`config.mk`:
```
export PLATFORM = sky130hd
export DESIGN_NAME = catch_game_top
export DESIGN_NICKNAME = d
export VERILOG_FILES = /design/src/rtl/catch_pkg.sv /design/src/rtl/catch_game_top.sv /design/src/rtl/catcher_ctrl.sv /design/src/rtl/falling_object.sv /design/src/rtl/matrix_scan.sv /design/src/rtl/score_counter.sv /design/src/rtl/score_display.sv /design/src/rtl/step_timer.sv
export SDC_FILE = /design/constraint.sdc
export NUM_CORES = 1
export LEC_CHECK = 0
export BUFFER_PORTS_ARGS = -buffer_cell sky130_fd_sc_hd__buf_2
export CORE_MARGIN = 8
export CORE_UTILIZATION = 55
export CTS_CLUSTER_DIAMETER = 200
export DETAILED_ROUTE_END_ITERATION = 8
export PLACE_DENSITY = 0.76
export SLEW_MARGIN = 20
export SYNTH_ARGS = -nofsm -noshare
export SYNTH_HDL_FRONTEND = slang
export SYNTH_SLANG_ARGS = --single-unit
export TNS_END_PERCENT = 30
```
`constraint.sdc`:
```
create_clock -name CLK -period 10.3 [get_ports CLK]
set_clock_uncertainty 0.1 [all_clocks]
set_input_delay 1.545 -clock CLK [delete_from_list [all_inputs] [get_ports CLK]]
set_output_delay 1.545 -clock CLK [all_outputs]
set_load 0.01 [all_outputs]
```
`src/rtl/catch_pkg.sv`:
```
package catch_pkg;

	////////////////////
	// widths
	typedef logic [2:0] col_t;
	typedef logic [2:0] row_t;      // row 0 at the top
	typedef logic [7:0] pixels_t;   // active low, bit = row
	typedef logic [3:0] bcd_t;
	typedef logic [6:0] seg_t;      // a..g, active low
	typedef logic [3:0] lcg_t;
	typedef logic [2:0] points_t;   // 0 to 6 per step

	// object life cycle
	typedef enum logic [1:0]
	{
		PH_START,
		PH_FALL,
		PH_GAP
	} phase_t;

	////////////////////
	// game constants
	localparam int MATRIX_SIZE = 8;
	localparam col_t CATCHER_START = 3'd3;
	localparam col_t CATCHER_MAX = 3'd6;  // catcher spans pos and pos+1
	localparam int SCAN_DIV = 5000;
	localparam int STEP_DIV = 4000000;
	localparam int LCG_MUL = 5;
	localparam int LCG_ADD = 3;

	// object kinds, red green blue
	localparam int KIND1_POINTS = 1;
	localparam int KIND1_GAP = 0;
	localparam int KIND1_OFFSET = 0;
	localparam int KIND2_POINTS = 2;
	localparam int KIND2_GAP = 2;
	localparam int KIND2_OFFSET = 1;
	localparam int KIND3_POINTS = 3;
	localparam int KIND3_GAP = 3;
	localparam int KIND3_OFFSET = 2;

endpackage

```
`src/rtl/catch_game_top.sv`:
```
`timescale 1ns/1ps

module catch_game_top import catch_pkg::*; #(
	parameter int SCAN_DIV = catch_pkg::SCAN_DIV,
	parameter int STEP_DIV = catch_pkg::STEP_DIV
) (
	input  logic CLK,
	input  logic clear,
	input  logic left,
	input  logic right,
	output pixels_t data_r,
	output pixels_t data_g,
	output pixels_t data_b,
	output col_t scan_col,
	output seg_t seg,
	output logic [1:0] digit_sel
);

	logic scan_tick;
	logic step_tick;
	col_t catcher_pos;
	col_t col_1;
	col_t col_2;
	col_t col_3;
	row_t row_1;
	row_t row_2;
	row_t row_3;
	logic vis_1;
	logic vis_2;
	logic vis_3;
	logic caught_1;
	logic caught_2;
	logic caught_3;
	bcd_t score_tens;
	bcd_t score_units;

	step_timer #(.SCAN_DIV(SCAN_DIV), .STEP_DIV(STEP_DIV)) timer0 (
		.CLK(CLK), .clear(clear), .scan_tick(scan_tick), .step_tick(step_tick)
	);

	////////////////////
	// red, green, blue objects
	falling_object #(.POINTS(KIND1_POINTS), .GAP(KIND1_GAP), .LCG_OFFSET(KIND1_OFFSET)) obj1 (
		.CLK(CLK), .clear(clear), .step_tick(step_tick), .catcher_pos(catcher_pos),
		.column(col_1), .row(row_1), .visible(vis_1), .caught(caught_1)
	);

	falling_object #(.POINTS(KIND2_POINTS), .GAP(KIND2_GAP), .LCG_OFFSET(KIND2_OFFSET)) obj2 (
		.CLK(CLK), .clear(clear), .step_tick(step_tick), .catcher_pos(catcher_pos),
		.column(col_2), .row(row_2), .visible(vis_2), .caught(caught_2)
	);

	falling_object #(.POINTS(KIND3_POINTS), .GAP(KIND3_GAP), .LCG_OFFSET(KIND3_OFFSET)) obj3 (
		.CLK(CLK), .clear(clear), .step_tick(step_tick), .catcher_pos(catcher_pos),
		.column(col_3), .row(row_3), .visible(vis_3), .caught(caught_3)
	);

	catcher_ctrl catcher0 (
		.CLK(CLK), .clear(clear), .step_tick(step_tick), .left(left), .right(right),
		.catcher_pos(catcher_pos)
	);

	score_counter #(.POINTS_1(KIND1_POINTS), .POINTS_2(KIND2_POINTS), .POINTS_3(KIND3_POINTS))
	score0 (
		.CLK(CLK), .clear(clear), .caught_1(caught_1), .caught_2(caught_2),
		.caught_3(caught_3), .score_tens(score_tens), .score_units(score_units)
	);

	////////////////////
	// outputs
	matrix_scan mscan0 (
		.CLK(CLK), .clear(clear), .scan_tick(scan_tick), .catcher_pos(catcher_pos),
		.col_1(col_1), .col_2(col_2), .col_3(col_3),
		.row_1(row_1), .row_2(row_2), .row_3(row_3),
		.vis_1(vis_1), .vis_2(vis_2), .vis_3(vis_3),
		.data_r(data_r), .data_g(data_g), .data_b(data_b), .scan_col(scan_col)
	);

	score_display disp0 (
		.CLK(CLK), .clear(clear), .scan_tick(scan_tick), .score_tens(score_tens),
		.score_units(score_units), .seg(seg), .digit_sel(digit_sel)
	);

endmodule

```
`src/rtl/catcher_ctrl.sv`:
```
`timescale 1ns/1ps

module catcher_ctrl import catch_pkg::*; (
	input  logic CLK,
	input  logic clear,
	input  logic step_tick,
	input  logic left,
	input  logic right,
	output col_t catcher_pos
);

	logic move_r;
	logic move_l;

	// clamps block each move on its own
	assign move_r = right && (catcher_pos != CATCHER_MAX);
	assign move_l = left && (catcher_pos != '0);

	always_ff @(posedge CLK or posedge clear)
	begin
		if (clear)
			catcher_pos <= CATCHER_START;
		else if (step_tick)
		begin
			if (move_r && !move_l)
				catcher_pos <= catcher_pos + 1'b1;
			else if (move_l && !move_r)
				catcher_pos <= catcher_pos - 1'b1;
		end
	end

endmodule

```
`src/rtl/falling_object.sv`:
```
`timescale 1ns/1ps

module falling_object import catch_pkg::*; #(
	parameter int POINTS = 1,
	parameter int GAP = 0,
	parameter int LCG_OFFSET = 0
) (
	input  logic CLK,
	input  logic clear,
	input  logic step_tick,
	input  col_t catcher_pos,
	output col_t column,
	output row_t row,
	output logic visible,
	output logic caught
);

	localparam int GW = (GAP > 0) ? $clog2(GAP + 1) : 1;
	localparam row_t LAST_ROW = row_t'(MATRIX_SIZE - 1);

	phase_t phase;
	lcg_t lcg;
	lcg_t lcg_next;
	logic [GW-1:0] gap_cnt;
	logic at_bottom;
	logic over_catcher;

	assign lcg_next = lcg_t'(LCG_MUL * (int'(lcg) + LCG_OFFSET) + LCG_ADD);

	assign visible = (phase == PH_FALL);
	assign at_bottom = visible && (row == LAST_ROW);
	assign over_catcher = (column == catcher_pos) || (column == col_t'(catcher_pos + 1'b1));
	assign caught = step_tick && at_bottom && over_catcher;

	always_ff @(posedge CLK or posedge clear)
	begin
		if (clear)
		begin
			phase <= PH_START;
			lcg <= '0;
			column <= '0;
			row <= '0;
			gap_cnt <= '0;
		end
		else if (step_tick)
		begin
			case (phase)
				PH_START:
				begin
					phase <= PH_FALL;  // first drop uses the cleared state
					column <= lcg[2:0];
					row <= '0;
				end
				PH_FALL:
				begin
					if (row == LAST_ROW)  // caught or missed, same exit
					begin
						phase <= PH_GAP;
						gap_cnt <= GW'(GAP);
					end
					else
						row <= row + 1'b1;
				end
				PH_GAP:
				begin
					if (gap_cnt == '0)
					begin
						lcg <= lcg_next;
						column <= lcg_next[2:0];
						row <= '0;
						phase <= PH_FALL;
					end
					else
						gap_cnt <= gap_cnt - 1'b1;
				end
				default:
					phase <= PH_START;
			endcase
		end
	end

endmodule

```
`src/rtl/matrix_scan.sv`:
```
`timescale 1ns/1ps

module matrix_scan import catch_pkg::*; (
	input  logic CLK,
	input  logic clear,
	input  logic scan_tick,
	input  col_t catcher_pos,
	input  col_t col_1,
	input  col_t col_2,
	input  col_t col_3,
	input  row_t row_1,
	input  row_t row_2,
	input  row_t row_3,
	input  logic vis_1,
	input  logic vis_2,
	input  logic vis_3,
	output pixels_t data_r,
	output pixels_t data_g,
	output pixels_t data_b,
	output col_t scan_col
);

	col_t next_col;
	logic catcher_here;

	// one object's pixel in column c
	function automatic pixels_t obj_pixels(col_t c, col_t oc, row_t r, logic v);
		pixels_t p;
		p = '1;
		if (v && (oc == c))
			p[r] = 1'b0;
		return p;
	endfunction

	assign next_col = (scan_col == col_t'(MATRIX_SIZE - 1)) ? '0 : scan_col + 1'b1;
	assign catcher_here = (next_col == catcher_pos)
		|| (next_col == col_t'(catcher_pos + 1'b1));

	always_ff @(posedge CLK or posedge clear)
	begin
		if (clear)
		begin
			scan_col <= '0;
			data_r <= '1;
			data_g <= '1;
			data_b <= '1;
		end
		else if (scan_tick)
		begin
			scan_col <= next_col;
			// catcher is white on the bottom row
			data_r <= obj_pixels(next_col, col_1, row_1, vis_1) & {~catcher_here, 7'h7f};
			data_g <= obj_pixels(next_col, col_2, row_2, vis_2) & {~catcher_here, 7'h7f};
			data_b <= obj_pixels(next_col, col_3, row_3, vis_3) & {~catcher_here, 7'h7f};
		end
	end

endmodule

```
`src/rtl/score_counter.sv`:
```
`timescale 1ns/1ps

module score_counter import catch_pkg::*; #(
	parameter int POINTS_1 = 1,
	parameter int POINTS_2 = 2,
	parameter int POINTS_3 = 3
) (
	input  logic CLK,
	input  logic clear,
	input  logic caught_1,
	input  logic caught_2,
	input  logic caught_3,
	output bcd_t score_tens,
	output bcd_t score_units
);

	points_t caught_sum;
	points_t step_points;  // sum held for one clock
	logic [4:0] units_sum;
	logic carry;
	bcd_t units_next;
	bcd_t tens_next;

	assign caught_sum = points_t'((caught_1 ? POINTS_1 : 0) + (caught_2 ? POINTS_2 : 0)
		+ (caught_3 ? POINTS_3 : 0));

	always_comb
	begin
		units_sum = {1'b0, score_units} + step_points;  // at most 15
		carry = (units_sum >= 5'd10);
		units_next = carry ? bcd_t'(units_sum - 5'd10) : units_sum[3:0];
		if (!carry)
			tens_next = score_tens;
		else if (score_tens == 4'd9)
			tens_next = '0;  // wrap past 99
		else
			tens_next = score_tens + 1'b1;
	end

	always_ff @(posedge CLK or posedge clear)
	begin
		if (clear)
		begin
			step_points <= '0;
			score_tens <= '0;
			score_units <= '0;
		end
		else
		begin
			step_points <= caught_sum;
			score_units <= units_next;
			score_tens <= tens_next;
		end
	end

endmodule

```
`src/rtl/score_display.sv`:
```
`timescale 1ns/1ps

module score_display import catch_pkg::*; (
	input  logic CLK,
	input  logic clear,
	input  logic scan_tick,
	input  bcd_t score_tens,
	input  bcd_t score_units,
	output seg_t seg,
	output logic [1:0] digit_sel
);

	logic show_tens;
	bcd_t digit;

	////////////////////
	// bcd to segments, bit 0 = a
	function automatic seg_t seg_decode(bcd_t d);
		seg_t s;
		case (d)
			4'd0: s = 7'b1000000;
			4'd1: s = 7'b1111001;
			4'd2: s = 7'b0100100;
			4'd3: s = 7'b0110000;
			4'd4: s = 7'b0011001;
			4'd5: s = 7'b0010010;
			4'd6: s = 7'b0000010;
			4'd7: s = 7'b1111000;
			4'd8: s = 7'b0000000;
			4'd9: s = 7'b0010000;
			default: s = 7'b1111111;  // blank
		endcase
		return s;
	endfunction

	////////////////////
	// digit multiplexing
	assign show_tens = (digit_sel == 2'b10);  // units now, tens next
	assign digit = show_tens ? score_tens : score_units;

	always_ff @(posedge CLK or posedge clear)
	begin
		if (clear)
		begin
			seg <= '1;
			digit_sel <= 2'b11;  // both commons off
		end
		else if (scan_tick)
		begin
			seg <= seg_decode(digit);
			digit_sel <= show_tens ? 2'b01 : 2'b10;
		end
	end

endmodule

```
`src/rtl/step_timer.sv`:
```
`timescale 1ns/1ps

module step_timer import catch_pkg::*; #(
	parameter int SCAN_DIV = catch_pkg::SCAN_DIV,
	parameter int STEP_DIV = catch_pkg::STEP_DIV
) (
	input  logic CLK,
	input  logic clear,
	output logic scan_tick,
	output logic step_tick
);

	localparam int SCAN_W = (SCAN_DIV > 1) ? $clog2(SCAN_DIV) : 1;
	localparam int STEP_W = (STEP_DIV > 1) ? $clog2(STEP_DIV) : 1;

	logic [SCAN_W-1:0] scan_cnt;
	logic [STEP_W-1:0] step_cnt;

	// display refresh rate
	always_ff @(posedge CLK or posedge clear)
	begin
		if (clear)
		begin
			scan_cnt <= '0;
			scan_tick <= 1'b0;
		end
		else if (scan_cnt == SCAN_W'(SCAN_DIV - 1))
		begin
			scan_cnt <= '0;
			scan_tick <= 1'b1;
		end
		else
		begin
			scan_cnt <= scan_cnt + 1'b1;
			scan_tick <= 1'b0;
		end
	end

	// game speed
	always_ff @(posedge CLK or posedge clear)
	begin
		if (clear)
		begin
			step_cnt <= '0;
			step_tick <= 1'b0;
		end
		else if (step_cnt == STEP_W'(STEP_DIV - 1))
		begin
			step_cnt <= '0;
			step_tick <= 1'b1;
		end
		else
		begin
			step_cnt <= step_cnt + 1'b1;
			step_tick <= 1'b0;
		end
	end

endmodule

```
# [After elaboration in Yosys (flattened, before gate mapping)]
# Memories as Yosys holds them, arrays and structs flattened. A register that Yosys moved wholly into a read port is not among the register bits.
# Index checks and enable logic that the tools add are counted.
[totals] reg_bits=121 latchBits=0 ram_bits=0 romBits=112 input_bits=4 out_inout_bits=36 word_cells=220 mem_count=1
[op_classes] n_addsub=21 multipliers=3 div=0 n_lt_le_gt_ge=7 n_eq_ne=37 shift=0 n_mux=58 bitwise_logic=8 reduce_logical=57
[memory_table] memory="(no name shown)" depth=16 width=7 rd=1 rd_clocked_by_memory_dff=1 wr=0 line="score_display.sv:20" text="case (d)"
[ops] cell="multiplier 4 x 32 -> 4 bit (first input constant)" count=2
[ops] cell="two-way mux 8 bit" count=6
[ops] cell="two-way mux 3 bit" count=12
[ops] cell="equality test 3 bit" count=11
[ops] cell="AND reduction 3 bit" count=10
[ops] cell="one-hot mux 3 bit (3 select lines)" count=3
[ops] cell="bitwise AND 8 bit" count=3
[ops] cell="two-way mux 2 bit" count=12
[ops] cell="NOT 8 bit" count=3
[ops] cell="adder 22 x 1 -> 22 bit (second input constant)" count=1
[ops] cell="equality test 22 bit (second input constant)" count=1
[ops] cell="two-way mux 22 bit" count=1
[ops] cell="AND reduction 4 bit" count=5
[ops] cell="logical AND 1 bit" count=19
[ops] cell="inequality test 2 bit (second input constant)" count=9
[ops] cell="one-hot mux 2 bit (3 select lines)" count=3
[ops] cell="one-hot mux 3 bit (2 select lines)" count=3
[ops] cell="adder 3 x 1 -> 3 bit (second input constant)" count=5
[ops] cell="nonzero test 2 bit" count=7
[ops] cell="adder 13 x 1 -> 13 bit (second input constant)" count=1
[ops] cell="equality test 13 bit (second input constant)" count=1
[ops] cell="two-way mux 13 bit" count=1
[ops] cell="adder 4 x 3 -> 4 bit (second input constant)" count=3
[ops] cell="equality test 3 bit (second input constant)" count=4
[ops] cell="29 further kinds" count=65

# [Depth between registers and ports, before layout]
# Gate-level depths: netlist of run 1.
[logic_depth] word_depth=8 ltp_mapped=12

# [By module]
# A second synthesis of run 1 with hierarchy kept.
[unflattened] cells_unflattened=609 hier_area_um2=6416.2
[modules_own_cells] mod="step_timer" n_inst=1 cells_each=154 area_per_inst_um2=1662.8 seq_area_each_um2=925.9
[modules_own_cells] mod="matrix_scan" n_inst=1 cells_each=137 area_per_inst_um2=1400.1 seq_area_each_um2=705.7
[modules_own_cells] mod="falling_object at obj3" n_inst=1 cells_each=73 area_per_inst_um2=767.0 seq_area_each_um2=325.3
[modules_own_cells] mod="score_display" n_inst=1 cells_each=67 area_per_inst_um2=676.9 seq_area_each_um2=236.5
[modules_own_cells] mod="falling_object at obj1" n_inst=1 cells_each=60 area_per_inst_um2=643.1 seq_area_each_um2=275.3
[modules_own_cells] mod="score_counter" n_inst=1 cells_each=51 area_per_inst_um2=613.1 seq_area_each_um2=275.3
[modules_own_cells] mod="falling_object at obj2" n_inst=1 cells_each=50 area_per_inst_um2=455.4 seq_area_each_um2=175.2
[modules_own_cells] mod="catcher_ctrl" n_inst=1 cells_each=17 area_per_inst_um2=197.7 seq_area_each_um2=77.6

# [Least setup slack after synthesis of run 1]
# Ideal clock, no wire load.
[synth_path] path_type="flip-flop to flip-flop" start="register catcher0.catcher_pos[0]" end="register score0.step_points[1]" setup_ns=0.114 arrival_time_ns=2.515 required_ns=10.086 path_slack_ns=7.572 path_stages_with_launch=12 period_less_slack_ns=2.728 cell_sequence="dfstp_2 > buf_2 > inv_1 > ha_1 > clkbuf_1 > xor2_1 > or3_1 > a21oi_1 > ha_1 > inv_1 > fa_1 > inv_1"
[synth_via] elab_chain_cells=7 word_cells_on_any_way=18 classes_between="add/sub: 3; eq/ne: 6; mux: 3; reduce/logical: 6"
[synth_rtl] element="from (decl)" line="catcher_ctrl.sv:9" text="output col_t catcher_pos"
[synth_rtl] element="from (signal assigned)" line="catcher_ctrl.sv:26" text="catcher_pos <= catcher_pos + 1'b1;"
[synth_rtl] element="from (signal assigned)" line="catcher_ctrl.sv:28" text="catcher_pos <= catcher_pos - 1'b1;"
[synth_rtl] element="adder 3 x 1 -> 3 bit" line="falling_object.sv:32" text="assign over_catcher = (column == catcher_pos) || (column == col_t'(catcher_pos + 1'b1));"
[synth_rtl] element="equality test 3 bit" line="falling_object.sv:32"
[synth_rtl] element="logical OR 1 bit" line="falling_object.sv:32"
[synth_rtl] element="logical AND 1 bit" line="falling_object.sv:33" text="assign caught = step_tick && at_bottom && over_catcher;"
[synth_rtl] element="two-way mux 1 bit or two-way mux 2 bit (tied branches)" line="score_counter.sv:24" text="assign caught_sum = points_t'((caught_1 ? POINTS_1 : 0) + (caught_2 ? POINTS_2 : 0)"
[synth_rtl] element="adder 3 bit" line="score_counter.sv:24"
[synth_rtl] element="adder 3 bit *" line="score_counter.sv:25" text="+ (caught_3 ? POINTS_3 : 0));"
[synth_rtl] element="via score0.caught_sum[1]" line="score_counter.sv:17" text="points_t caught_sum;"
[synth_rtl] element="to (signal assigned)" line="score_counter.sv:50" text="step_points <= caught_sum;"
[synth_rtl] element="to (decl)" line="score_counter.sv:18" text="points_t step_points;"
# The timed path passes the listed nets; every way through them passes the cells marked *.
# A chain may end at the register's enable or synchronous reset.

# [Worst setup path in the final report of run 1]
# Same ends and word-level chain as after synthesis.

==> out/qor.txt, run 1 <==
Post-layout util = 64.5%
Synthesized flop and latch total = 121
CTS max path bufs = 2
Max-cap violation count = 0
Worst-path clk slew = 0.06 ns
Post-Route WL = 13000 um
Peak supply drop = 0.0831 mV
DR vias = 4628
Fraction of layout cells with a size suffix above 1 = 19.9%
CP Launch Type = flip-flop
Core ar. = 11400 um^2
Area delta synth->final = 14.7%
Min cycle time layout = 2.94 ns
Async S/R FF share, synth = 100%
Wire length of the first global-routing pass = 22500 um
Worst skew pair latency = 0.41 ns
Design Area, Final = 7330 um^2
Fill count = 863
RSZ-0062 raised after global routing = false
Syn avg cell area = 10.4 um^2
Distinct cells, synth = 51
Post-synth EDFFs = 0
Worst setup EP type = flip-flop
Hold_ws = 0.271 ns
Seq/Total Area, Yosys = 48.1%
Syn Inst Count = 617
DRC Markers = 0
CTS tree = yes
Crit path max fanout = 7
CP arrival = 3.14 ns
Row count = 39
Finish-stage setup viols = 0
Nets@finish = 705
Die ar. = 15300 um^2
Wire per inst = 15.9 um
Synth Warn # = 0
H-tree Lvls = 4
I/O pin count = 40
LEAKAGE = 3.47 nW
Placement Cell Area = 6710 um^2
Mapped Area = 6390 um^2
Hold/Removal Path Class = reg -> reg
Final TNS setup = 0 ns
Commonest non-fill, non-tap cells in the layout = dfrtp_1 (85), nor2_1 (65), xnor2_1 (47), ha_1 (39), buf_2 (39)
DR pass1 iterations = 5
Antenna diodes = 0
Status = completed
PortBufs = 39
Gpl congestion = 0.823
Initial DRC Count = 328
Max-slew violation total from the final report = 0
Largest net degree at the start of global routing = 73
Post-cts gate resize count = 0
Die extent in y = 124 um
Power Total = 1.11 mW
GR Overflow Total = 0
Reg2Reg Setup Slack = 7.36 ns
Synthesized Nets = 662
Commonest non-fill, non-tap cell in the layout = dfrtp_1
Final Cycle Share = 28.5%
Slew @ Worst Pin = 0.984 ns
Via density = 5.67
Total track usage = 18.4%
Synth Flop Type = dfrtp_1
Clock root buffer = clkbuf_16
Num CTS Buffers = 17
Setup repair bufs after CTS = 0
Vias in the first global route = 4684
Slew headroom = 34.4%
Final antenna-violating net count = 0
Hold buffers post-CTS = 0
FMAX = 341 MHz
Pwr Density = 151 nW/um^2
Fin. Hold Viols = 0
Antenna violations before repair = 0
Critical path type = reg -> reg
Initial Util = 56.2%
Worst EP required = 10.50 ns
Die X = 124 um
Sinks on Clock Net = 121
DP Wirelength = 8730 um
[Yosys cell counts, types with 14 or more instances]
cell | instances | area share (%)
and3_1 | 14 | 1.4
o21ai_0 | 27 | 2.1
xnor2_1 | 47 | 6.4
inv_1 | 39 | 2.3
dfstp_2 | 35 | 14
a21oi_1 | 21 | 1.6
nor2_1 | 65 | 3.8
xor2_1 | 24 | 3.3
nand3_1 | 31 | 2.4
dfrtp_1 | 86 | 34
ha_1 | 39 | 7.6
nand2_1 | 33 | 1.9
a31oi_1 | 19 | 1.9
mux2_2 | 17 | 3.0
[metal layers]
layer  track usage (%)  up-vias  wire length, um
met2              30.8       87             6520
met3              4.44       18              546
met1              22.6     2282             5790
met4              6.85        0              155
met5                 0        -                0
li1                  -     2241                -
[cells by family after synthesis]
family	after synthesis	synth area share, %
AOI/OAI and AO/OA	99	9.43
buffers and inverters	56	3.43
and+or+nand+nor	199	15.8
muxes	29	5.07
DFF	121	48.1
adders and majority gates	41	8.26
xor gates and xnor gates	72	9.98
[where the power goes]
group	internal [mW]	switching [mW]	total, mW
Combinational	0.00122	0.00947	0.0107
Clock	0.409	0.215	0.623
Sequential	0.476	0	0.476
Total	0.886	0.224	1.11
[cell type report]
cell class	instances	area (um^2)	area share (%)
multi-input combinational	440	3100	42.3
sequential	121	3070	41.9
inverter	39	149	2.03
clock inverter	13	176	2.41
tap	143	179	2.44
clock buffer	19	443	6.04
timing repair buffer	41	210	2.87
[through the flow]
| step | setup slack, ns | cells |
|---|---|---|
| 6_report | 7.36 | 816 |
| 4_1_cts | 7.35 | 816 |
| 3_3_place_gp | 7.20 | 784 |
| 3_5_place_dp | 7.14 | 784 |
| 2_1_floorplan | 5.50 | 617 |
| 5_1_grt | 7.19 | 816 |
[registers in the layout, indices dropped and copies added, names as in the netlist, 3 cells and up]
signal                flops
timer0.scan_cnt          13
timer0.step_cnt          22
mscan0.data_r             8
obj3.lcg                  3
mscan0.data_g             8
obj1.column               3
obj3.row                  3
obj1.row                  3
score0.score_tens         4
mscan0.data_b             8
disp0.seg                 7
mscan0.scan_col           3
score0.step_points        3
score0.score_units        4
obj1.lcg                  3
obj3.column               3
catcher0.catcher_pos      3
obj2.row                  3
[worst paths after layout]
| kind | start | end | cells after the start |
|---|---|---|---|
| hold / removal | obj2.lcg[2]$_DFFE_PP0P_ | obj2.lcg[2]$_DFFE_PP0P_ | 0 |
| min in group asynchronous | clear | timer0.scan_cnt[1]$_DFF_PP0_ | 2 |
| setup / recovery | catcher0.catcher_pos[0]$_DFFE_PP1P_ | score0.step_points[1]$_DFF_PP0_ | 10 |
| setup reg to reg | catcher0.catcher_pos[0]$_DFFE_PP1P_ | score0.step_points[1]$_DFF_PP0_ | 10 |
| hold reg to reg | obj2.lcg[2]$_DFFE_PP0P_ | obj2.lcg[2]$_DFFE_PP0P_ | 0 |
| max in group asynchronous | clear | timer0.step_cnt[7]$_DFF_PP0_ | 3 |
[critical path: stages, from the launching register on]
cell and delay, ns:
dfstp_2 0.64, inv_1 0.12, ha_1 0.42, xor2_1 0.18
o31ai_1 0.27, nand4_1 0.22, inv_1 0.14, ha_1 0.16
inv_1 0.05, fa_1 0.48, inv_1 0.04
Power figures use the tool's default switching activity.
==> run 2: changes to the inputs <==
Settings changed: PLACE_DENSITY 0.76 to 0.79.
Clock period 10.3 ns to 2.7 ns, I/O delays scaled along.
==> run 2 against run 1 <==
Compared with the run above: die area unchanged; fmax increased by 13%; routed wire length about the same; clock power increased to 3.4 times the previous value; critical endpoint is now score0.score_tens[3]$_DFFE_PP0P_; largest power group unchanged.
==> out/qor.txt, run 2 (synthesis gave the netlist of run 1 again) <==
Crit path max fanout = 4 (-3)
CTS tree = yes
Reg2reg start = score0.score_units[0]$_DFF_PP0_
Final Cycle Share = 96.6% (+68 points)
Sinks on Clock Net = 121 (unchanged)
FMAX = 383 MHz (+13%)
Initial DRC Count = 229 (-30%)
Slew headroom = 57.5% (+23 points)
CP arrival = 2.86 ns (-0.28 ns)
Antenna diodes = 0 (unchanged)
Worst setup EP type = flip-flop
Slew @ Worst Pin = 0.637 ns (-0.347 ns)
PortBufs = 39 (unchanged)
Hold_ws = 0.0711 ns (-0.200 ns)
DR pass1 iterations = 4 (-1)
Area delta synth->final = 15.9%
Die X = 124 um (unchanged)
Die ar. = 15300 um^2 (unchanged)
# placed instances = 794 (+1.3%)
Max-slew violation total from the final report = 0 (unchanged)
DP Wirelength = 8840 um (+1.2%)
Finish-stage setup viols = 0 (unchanged)
Pwr Density = 541 nW/um^2 (+260%)
Antenna violations before repair = 0 (unchanged)
Reg2reg path depth = 10 (unchanged)
Max-cap violation count = 0 (unchanged)
Status = completed
GR Overflow Total = 0 (unchanged)
Min cycle time layout = 2.61 ns (-0.329 ns)
Num CTS Buffers = 17 (unchanged)
Hold buffers post-CTS = 0 (unchanged)
H-tree Lvls = 4 (unchanged)
Largest regs = timer0.step_cnt (22), timer0.scan_cnt (13)
Core ar. = 11400 um^2 (unchanged)
Via density = 5.59 (-1.5%)
LEAKAGE = 3.50 nW (+0.81%)
Critical path type = reg -> reg
Worst EP required = 2.95 ns (-7.55 ns)
Non-Filler Instances = 826 (+1.2%)
Power Total = 4.01 mW (+260%)
Commonest non-fill, non-tap cell in the layout = dfrtp_1
Peak supply drop = 0.388 mV (+370%)
Fin. Hold Viols = 0 (unchanged)
Fraction of layout cells with a size suffix above 1 = 21.8% (+1.9 points)
Initial Util = 56.2% (unchanged)
Vias in the first global route = 4698 (+0.30%)
CP Launch Type = flip-flop
Worst skew pair latency = 0.42 ns (about the same)
Hold/Removal Path Class = in -> async
Row count = 39 (unchanged)
Post-Route WL = 13000 um (about the same)
Die extent in y = 124 um (unchanged)
Total track usage = 18.2% (-0.13 points)
Nets@finish = 715 (+1.4%)
Largest net degree at the start of global routing = 122 (+67%)
CTS max path bufs = 2 (unchanged)
Reg with most FFs = timer0.step_cnt
DR vias = 4616 (-0.26%)
Wire per inst = 15.8 um (-1.1%)
Clock root buffer = clkbuf_16
I/O pin count = 40 (unchanged)
Reg2Reg Setup Slack = 0.09 ns (-7.27 ns)
Gpl congestion = 0.884 (+7.4%)
Commonest non-fill, non-tap cells in the layout = dfrtp_1 (85), nor2_1 (65), xnor2_1 (47), buf_2 (39), inv_1 (37)
R2r endpoint = score0.score_tens[3]$_DFFE_PP0P_
Final antenna-violating net count = 0 (unchanged)
Wire length of the first global-routing pass = 22100 um (-1.5%)
Worst-path clk slew = 0.06 ns (about the same)
DRC Markers = 0 (unchanged)
Max FFs per register = 22 (unchanged)
==> run 2: where the power goes <==
part           switching (mW)  total [mW]  internal, mW
registers                   0        1.82          1.82
logic                  0.0368      0.0437       0.00689
clock network           0.779        2.14          1.37
==> run 2: cell type report <==
type	count	area (um^2)
fillers	834	3960
multi-input cells	440	3150
flip-flops and latches	121	3070
clock buffers	22	454
repair buffers	51	298
well taps	143	179
inverters	39	150
clock inverters	10	101
==> run 2: repair_timing <==
| item | 4_1_cts | 5_1_grt |
|---|---|---|
| endpoints found under the setup margin | 3 | 6 |
| endpoints found under the hold margin | 0 | 0 |
| gates resized for setup | 2 | 11 |
| cloned | 0 | 0 |
| pin swaps | 1 | 2 |
| buffers inserted | 0 | 0 |
==> run 2: worst max path at each step <==
stage | endpoint | from | cells past startpoint
floorplan | score0.step_points[1]$_DFF_PP0_ | catcher0.catcher_pos[0]$_DFFE_PP1P_ | 11
global placement | score0.step_points[1]$_DFF_PP0_ | catcher0.catcher_pos[0]$_DFFE_PP1P_ | 10
detailed placement | score0.score_tens[3]$_DFFE_PP0P_ | score0.score_units[0]$_DFF_PP0_ | 10
CTS | score0.step_points[1]$_DFF_PP0_ | catcher0.catcher_pos[0]$_DFFE_PP1P_ | 9
global route | score0.score_tens[3]$_DFFE_PP0P_ | score0.score_units[0]$_DFF_PP0_ | 10
finish | score0.score_tens[3]$_DFFE_PP0P_ | score0.score_units[0]$_DFF_PP0_ | 10
==> run 2: per-layer routing <==
layer,routed length [um],up-vias,track usage (%)
li1,-,2251,-
met1,5610,2252,22.1
met2,6550,86,30.7
met3,628,27,4.31
met4,235,0,7.60
met5,0,-,0
==> run 2: worst max-delay path: stages (launching register included) <==
cell and delay [ns]:
dfrtp_1 0.38, ha_2 0.20, fa_2 0.46, xor2_4 0.20, inv_2 0.06, ha_2 0.19
nor2b_1 0.13, o21ai_1 0.10, nand4_2 0.12, or4_4 0.50, nand3_2 0.10
==> run 2: through the flow <==
| stage | TNS (ns) | worst slack, ns | instance area (um^2) | utilization, % |
|---|---|---|---|---|
| finish | 0 | 0.0923 | 7410 | 65.1 |
| global route | -0.0117 | -0.0117 | 7410 | 65.1 |
| CTS | 0 | 0.0193 | 7370 | 64.8 |
| detailed placement | -0.0623 | -0.0474 | 6800 | 59.8 |
| global placement | 0 | 0.0915 | 6800 | 59.8 |
| floorplan | -0.0284 | -0.0284 | 6400 | - |
==> run 3: changes to the inputs <==
Settings changed: RECOVER_POWER set to 25.
==> run 3 against run 2 <==
Compared with the run above: the run now ends with max-capacitance violations, max-slew violations left; utilization down 0.12 points; die area unchanged; non-clock buffer count unchanged; total power about the same; first-iteration DRC count unchanged; global-route usage unchanged; critical endpoint unchanged; largest cell class unchanged; largest power group unchanged.
==> out/qor.txt, run 3 (synthesis gave the netlist of run 1 again) <==
Gpl congestion = 0.884 (unchanged)
Multi-input logic area = 3150 um^2 (unchanged)
Die X = 124 um (unchanged)
Stages on the worst setup path = 10 (unchanged)
Non-Filler Instances = 826 (unchanged)
Clock root buffer = clkbuf_16
Peak supply drop = 0.388 mV (about the same)
Slowest CP cell = or4_4
Num CTS Buffers = 17 (unchanged)
Total track usage = 18.2% (unchanged)
Final Cycle Share = 96.6% (unchanged)
GR Overflow Total = 0 (unchanged)
DR pass1 iterations = 4 (unchanged)
Reg2reg path depth = 10 (unchanged)
Final antenna-violating net count = 0 (unchanged)
Crit-path cells = ha_2 -> fa_2 -> xor2_4 -> inv_2 -> ha_2 -> nor2b_1 -> o21ai_1 -> nand4_2 -> or4_4 -> nand3_2
Crit path max fanout = 4 (unchanged)
CP arrival = 2.86 ns (about the same)
Cell repeated most along the worst path = ha_2
FMAX = 383 MHz (unchanged)
Failing checks = max-capacitance violations, max-slew violations
Min setup slack post-route = 0.0923 ns (unchanged)
DP Wirelength = 8840 um (unchanged)
Max stage delay on crit path = 0.50 ns (about the same)
DRC Markers = 0 (unchanged)
Slew headroom = -8.22% (-66 points)
Pwr Density = 542 nW/um^2 (+0.11%)
# placed instances = 794 (unchanged)
Area delta synth->final = 15.7%
Status = finished, violations left
Nets@finish = 715 (unchanged)
Hold/Removal Path Class = reg -> reg
Antenna diodes = 0 (unchanged)
Fin. Hold Viols = 0 (unchanged)
LEAKAGE = 3.49 nW (-0.22%)
CP top delay family = adder cells
I/O pin count = 40 (unchanged)
Row count = 39 (unchanged)
CTS tree = yes
Max-cap violation count = 1 (+1)
Max FFs per register = 22 (unchanged)
Antenna violations before repair = 0 (unchanged)
Core ar. = 11400 um^2 (unchanged)
Flop pwr share = 45.4% (about the same)
CP Buf/Inv Count = 1 (unchanged)
Critical path type = reg -> reg
Worst-path clk slew = 0.06 ns (about the same)
Sw Pwr = 815 uW (about the same)
Reg with most FFs = timer0.step_cnt
Die extent in y = 124 um (unchanged)
FF/Latch Area = 3070 um^2 (unchanged)
Max-slew violation total from the final report = 122 (+122)
Vias in the first global route = 4698 (unchanged)
Worst EP required = 2.95 ns (about the same)
Wire length of the first global-routing pass = 22100 um (unchanged)
Initial DRC Count = 229 (unchanged)
Die ar. = 15300 um^2 (unchanged)
Pre-CTS setup slack = -0.0474 ns (unchanged)
Internal power = 3.19 mW (about the same)
Worst setup EP type = flip-flop
CTS max path bufs = 2 (unchanged)
Min cycle time layout = 2.61 ns (unchanged)
DR vias = 4616 (unchanged)
Fill count = 836 (+0.24%)
Largest net degree at the start of global routing = 122 (unchanged)
Wire per inst = 15.8 um (about the same)
Post-Route WL = 13000 um (about the same)
Worst Hold Depth = 0
H-tree Lvls = 4 (unchanged)
Slew @ Worst Pin = 1.62 ns (+0.986 ns)
Fraction of layout cells with a size suffix above 1 = 21.7% (-0.15 points)
CP Launch Type = flip-flop
Logic pwr share = 1.0% (about the same)
PortBufs = 39 (unchanged)
Via density = 5.59 (unchanged)
Sw frac = 20.4% (about the same)
Sinks on Clock Net = 121 (unchanged)
Initial Util = 56.2% (unchanged)
Setup repair bufs after CTS = 0 (unchanged)
Clock power share = 53.6% (about the same)
Commonest non-fill, non-tap cell in the layout = dfrtp_1
Finish-stage setup viols = 0 (unchanged)
Largest regs = timer0.step_cnt (22), timer0.scan_cnt (13)
Worst skew pair latency = 0.42 ns (about the same)
Commonest non-fill, non-tap cells in the layout = dfrtp_1 (85), nor2_1 (65), xnor2_1 (47), buf_2 (38), inv_1 (37)
run 3: cell count changes in the layout (fill, tap and decap cells not counted):
| cell | previous run | this run |
|---|---|---|
| buf_12 | 1 | 0 |
| buf_2 | 39 | 38 |
| clkbuf_1 | 4 | 5 |
| clkbuf_4 | 0 | 1 |
run 3: through the flow:
stage	hold slack [ns]	setup TNS [ns]	instance area [um^2]	total power, mW	utilization (%)
final	0.274	0	7390	4.00	65.0
after global routing	0.284	-0.0117	7390	4.13	65.0
after CTS	0.111	0	7370	4.04	64.8
after detailed placement	0.265	-0.0623	6800	1.89	59.8
after global placement	0.261	0	6800	1.89	59.8
after floorplan	0.325	-0.0284	6400	1.88	-
run 3: what timing repair did:
item,4_1_cts,5_1_grt
endpoints found under the setup margin,3,6
hold buffers,0,0
pin swaps,1,2
gates resized for setup,2,11
endpoints found under the hold margin,0,0
run 3: routing by layer:
metal  track usage (%)  share of wire, %  routed length [um]  vias to the layer above
met4              7.60               1.8                 235                        0
met1              22.1                43                5620                     2252
met3              4.31               4.8                 628                       27
met2              30.7                50                6550                       86
li1                  -                 -                   -                     2251
met5                 0                 0                   0                        -
run 3: worst paths after layout:
check	startpoint	slack, ns	endpoint
worst min register to register	obj2.lcg[2]$_DFFE_PP0P_	0.27	obj2.lcg[2]$_DFFE_PP0P_
max in group asynchronous	clear	0.92	timer0.scan_tick$_DFF_PP0_
worst min-delay path	obj2.lcg[2]$_DFFE_PP0P_	0.27	obj2.lcg[2]$_DFFE_PP0P_
min in group asynchronous	clear	0.49	obj3.phase[1]$_DFFE_PP0P_
worst max register to register	score0.score_units[0]$_DFF_PP0_	0.09	score0.score_tens[3]$_DFFE_PP0P_
worst max-delay path	score0.score_units[0]$_DFF_PP0_	0.09	score0.score_tens[3]$_DFFE_PP0P_
run 3: final cells by class:
class / count / area share (%)
multi-input combinational: 440 / 42.6
inverter: 39 / 2.03
tap: 143 / 2.42
sequential: 121 / 41.6
timing repair buffer: 51 / 3.84
clock inverter: 10 / 1.37
clock buffer: 22 / 6.14
run 3: power groups by stage:
stage	Clock, mW	Combinational (mW)	Sequential [mW]
after floorplan	0	0.0292	1.85
after global placement	0	0.0448	1.85
after detailed placement	0	0.0468	1.85
after CTS	2.17	0.0466	1.82
after global routing	2.26	0.0487	1.82
final	2.14	0.0408	1.82
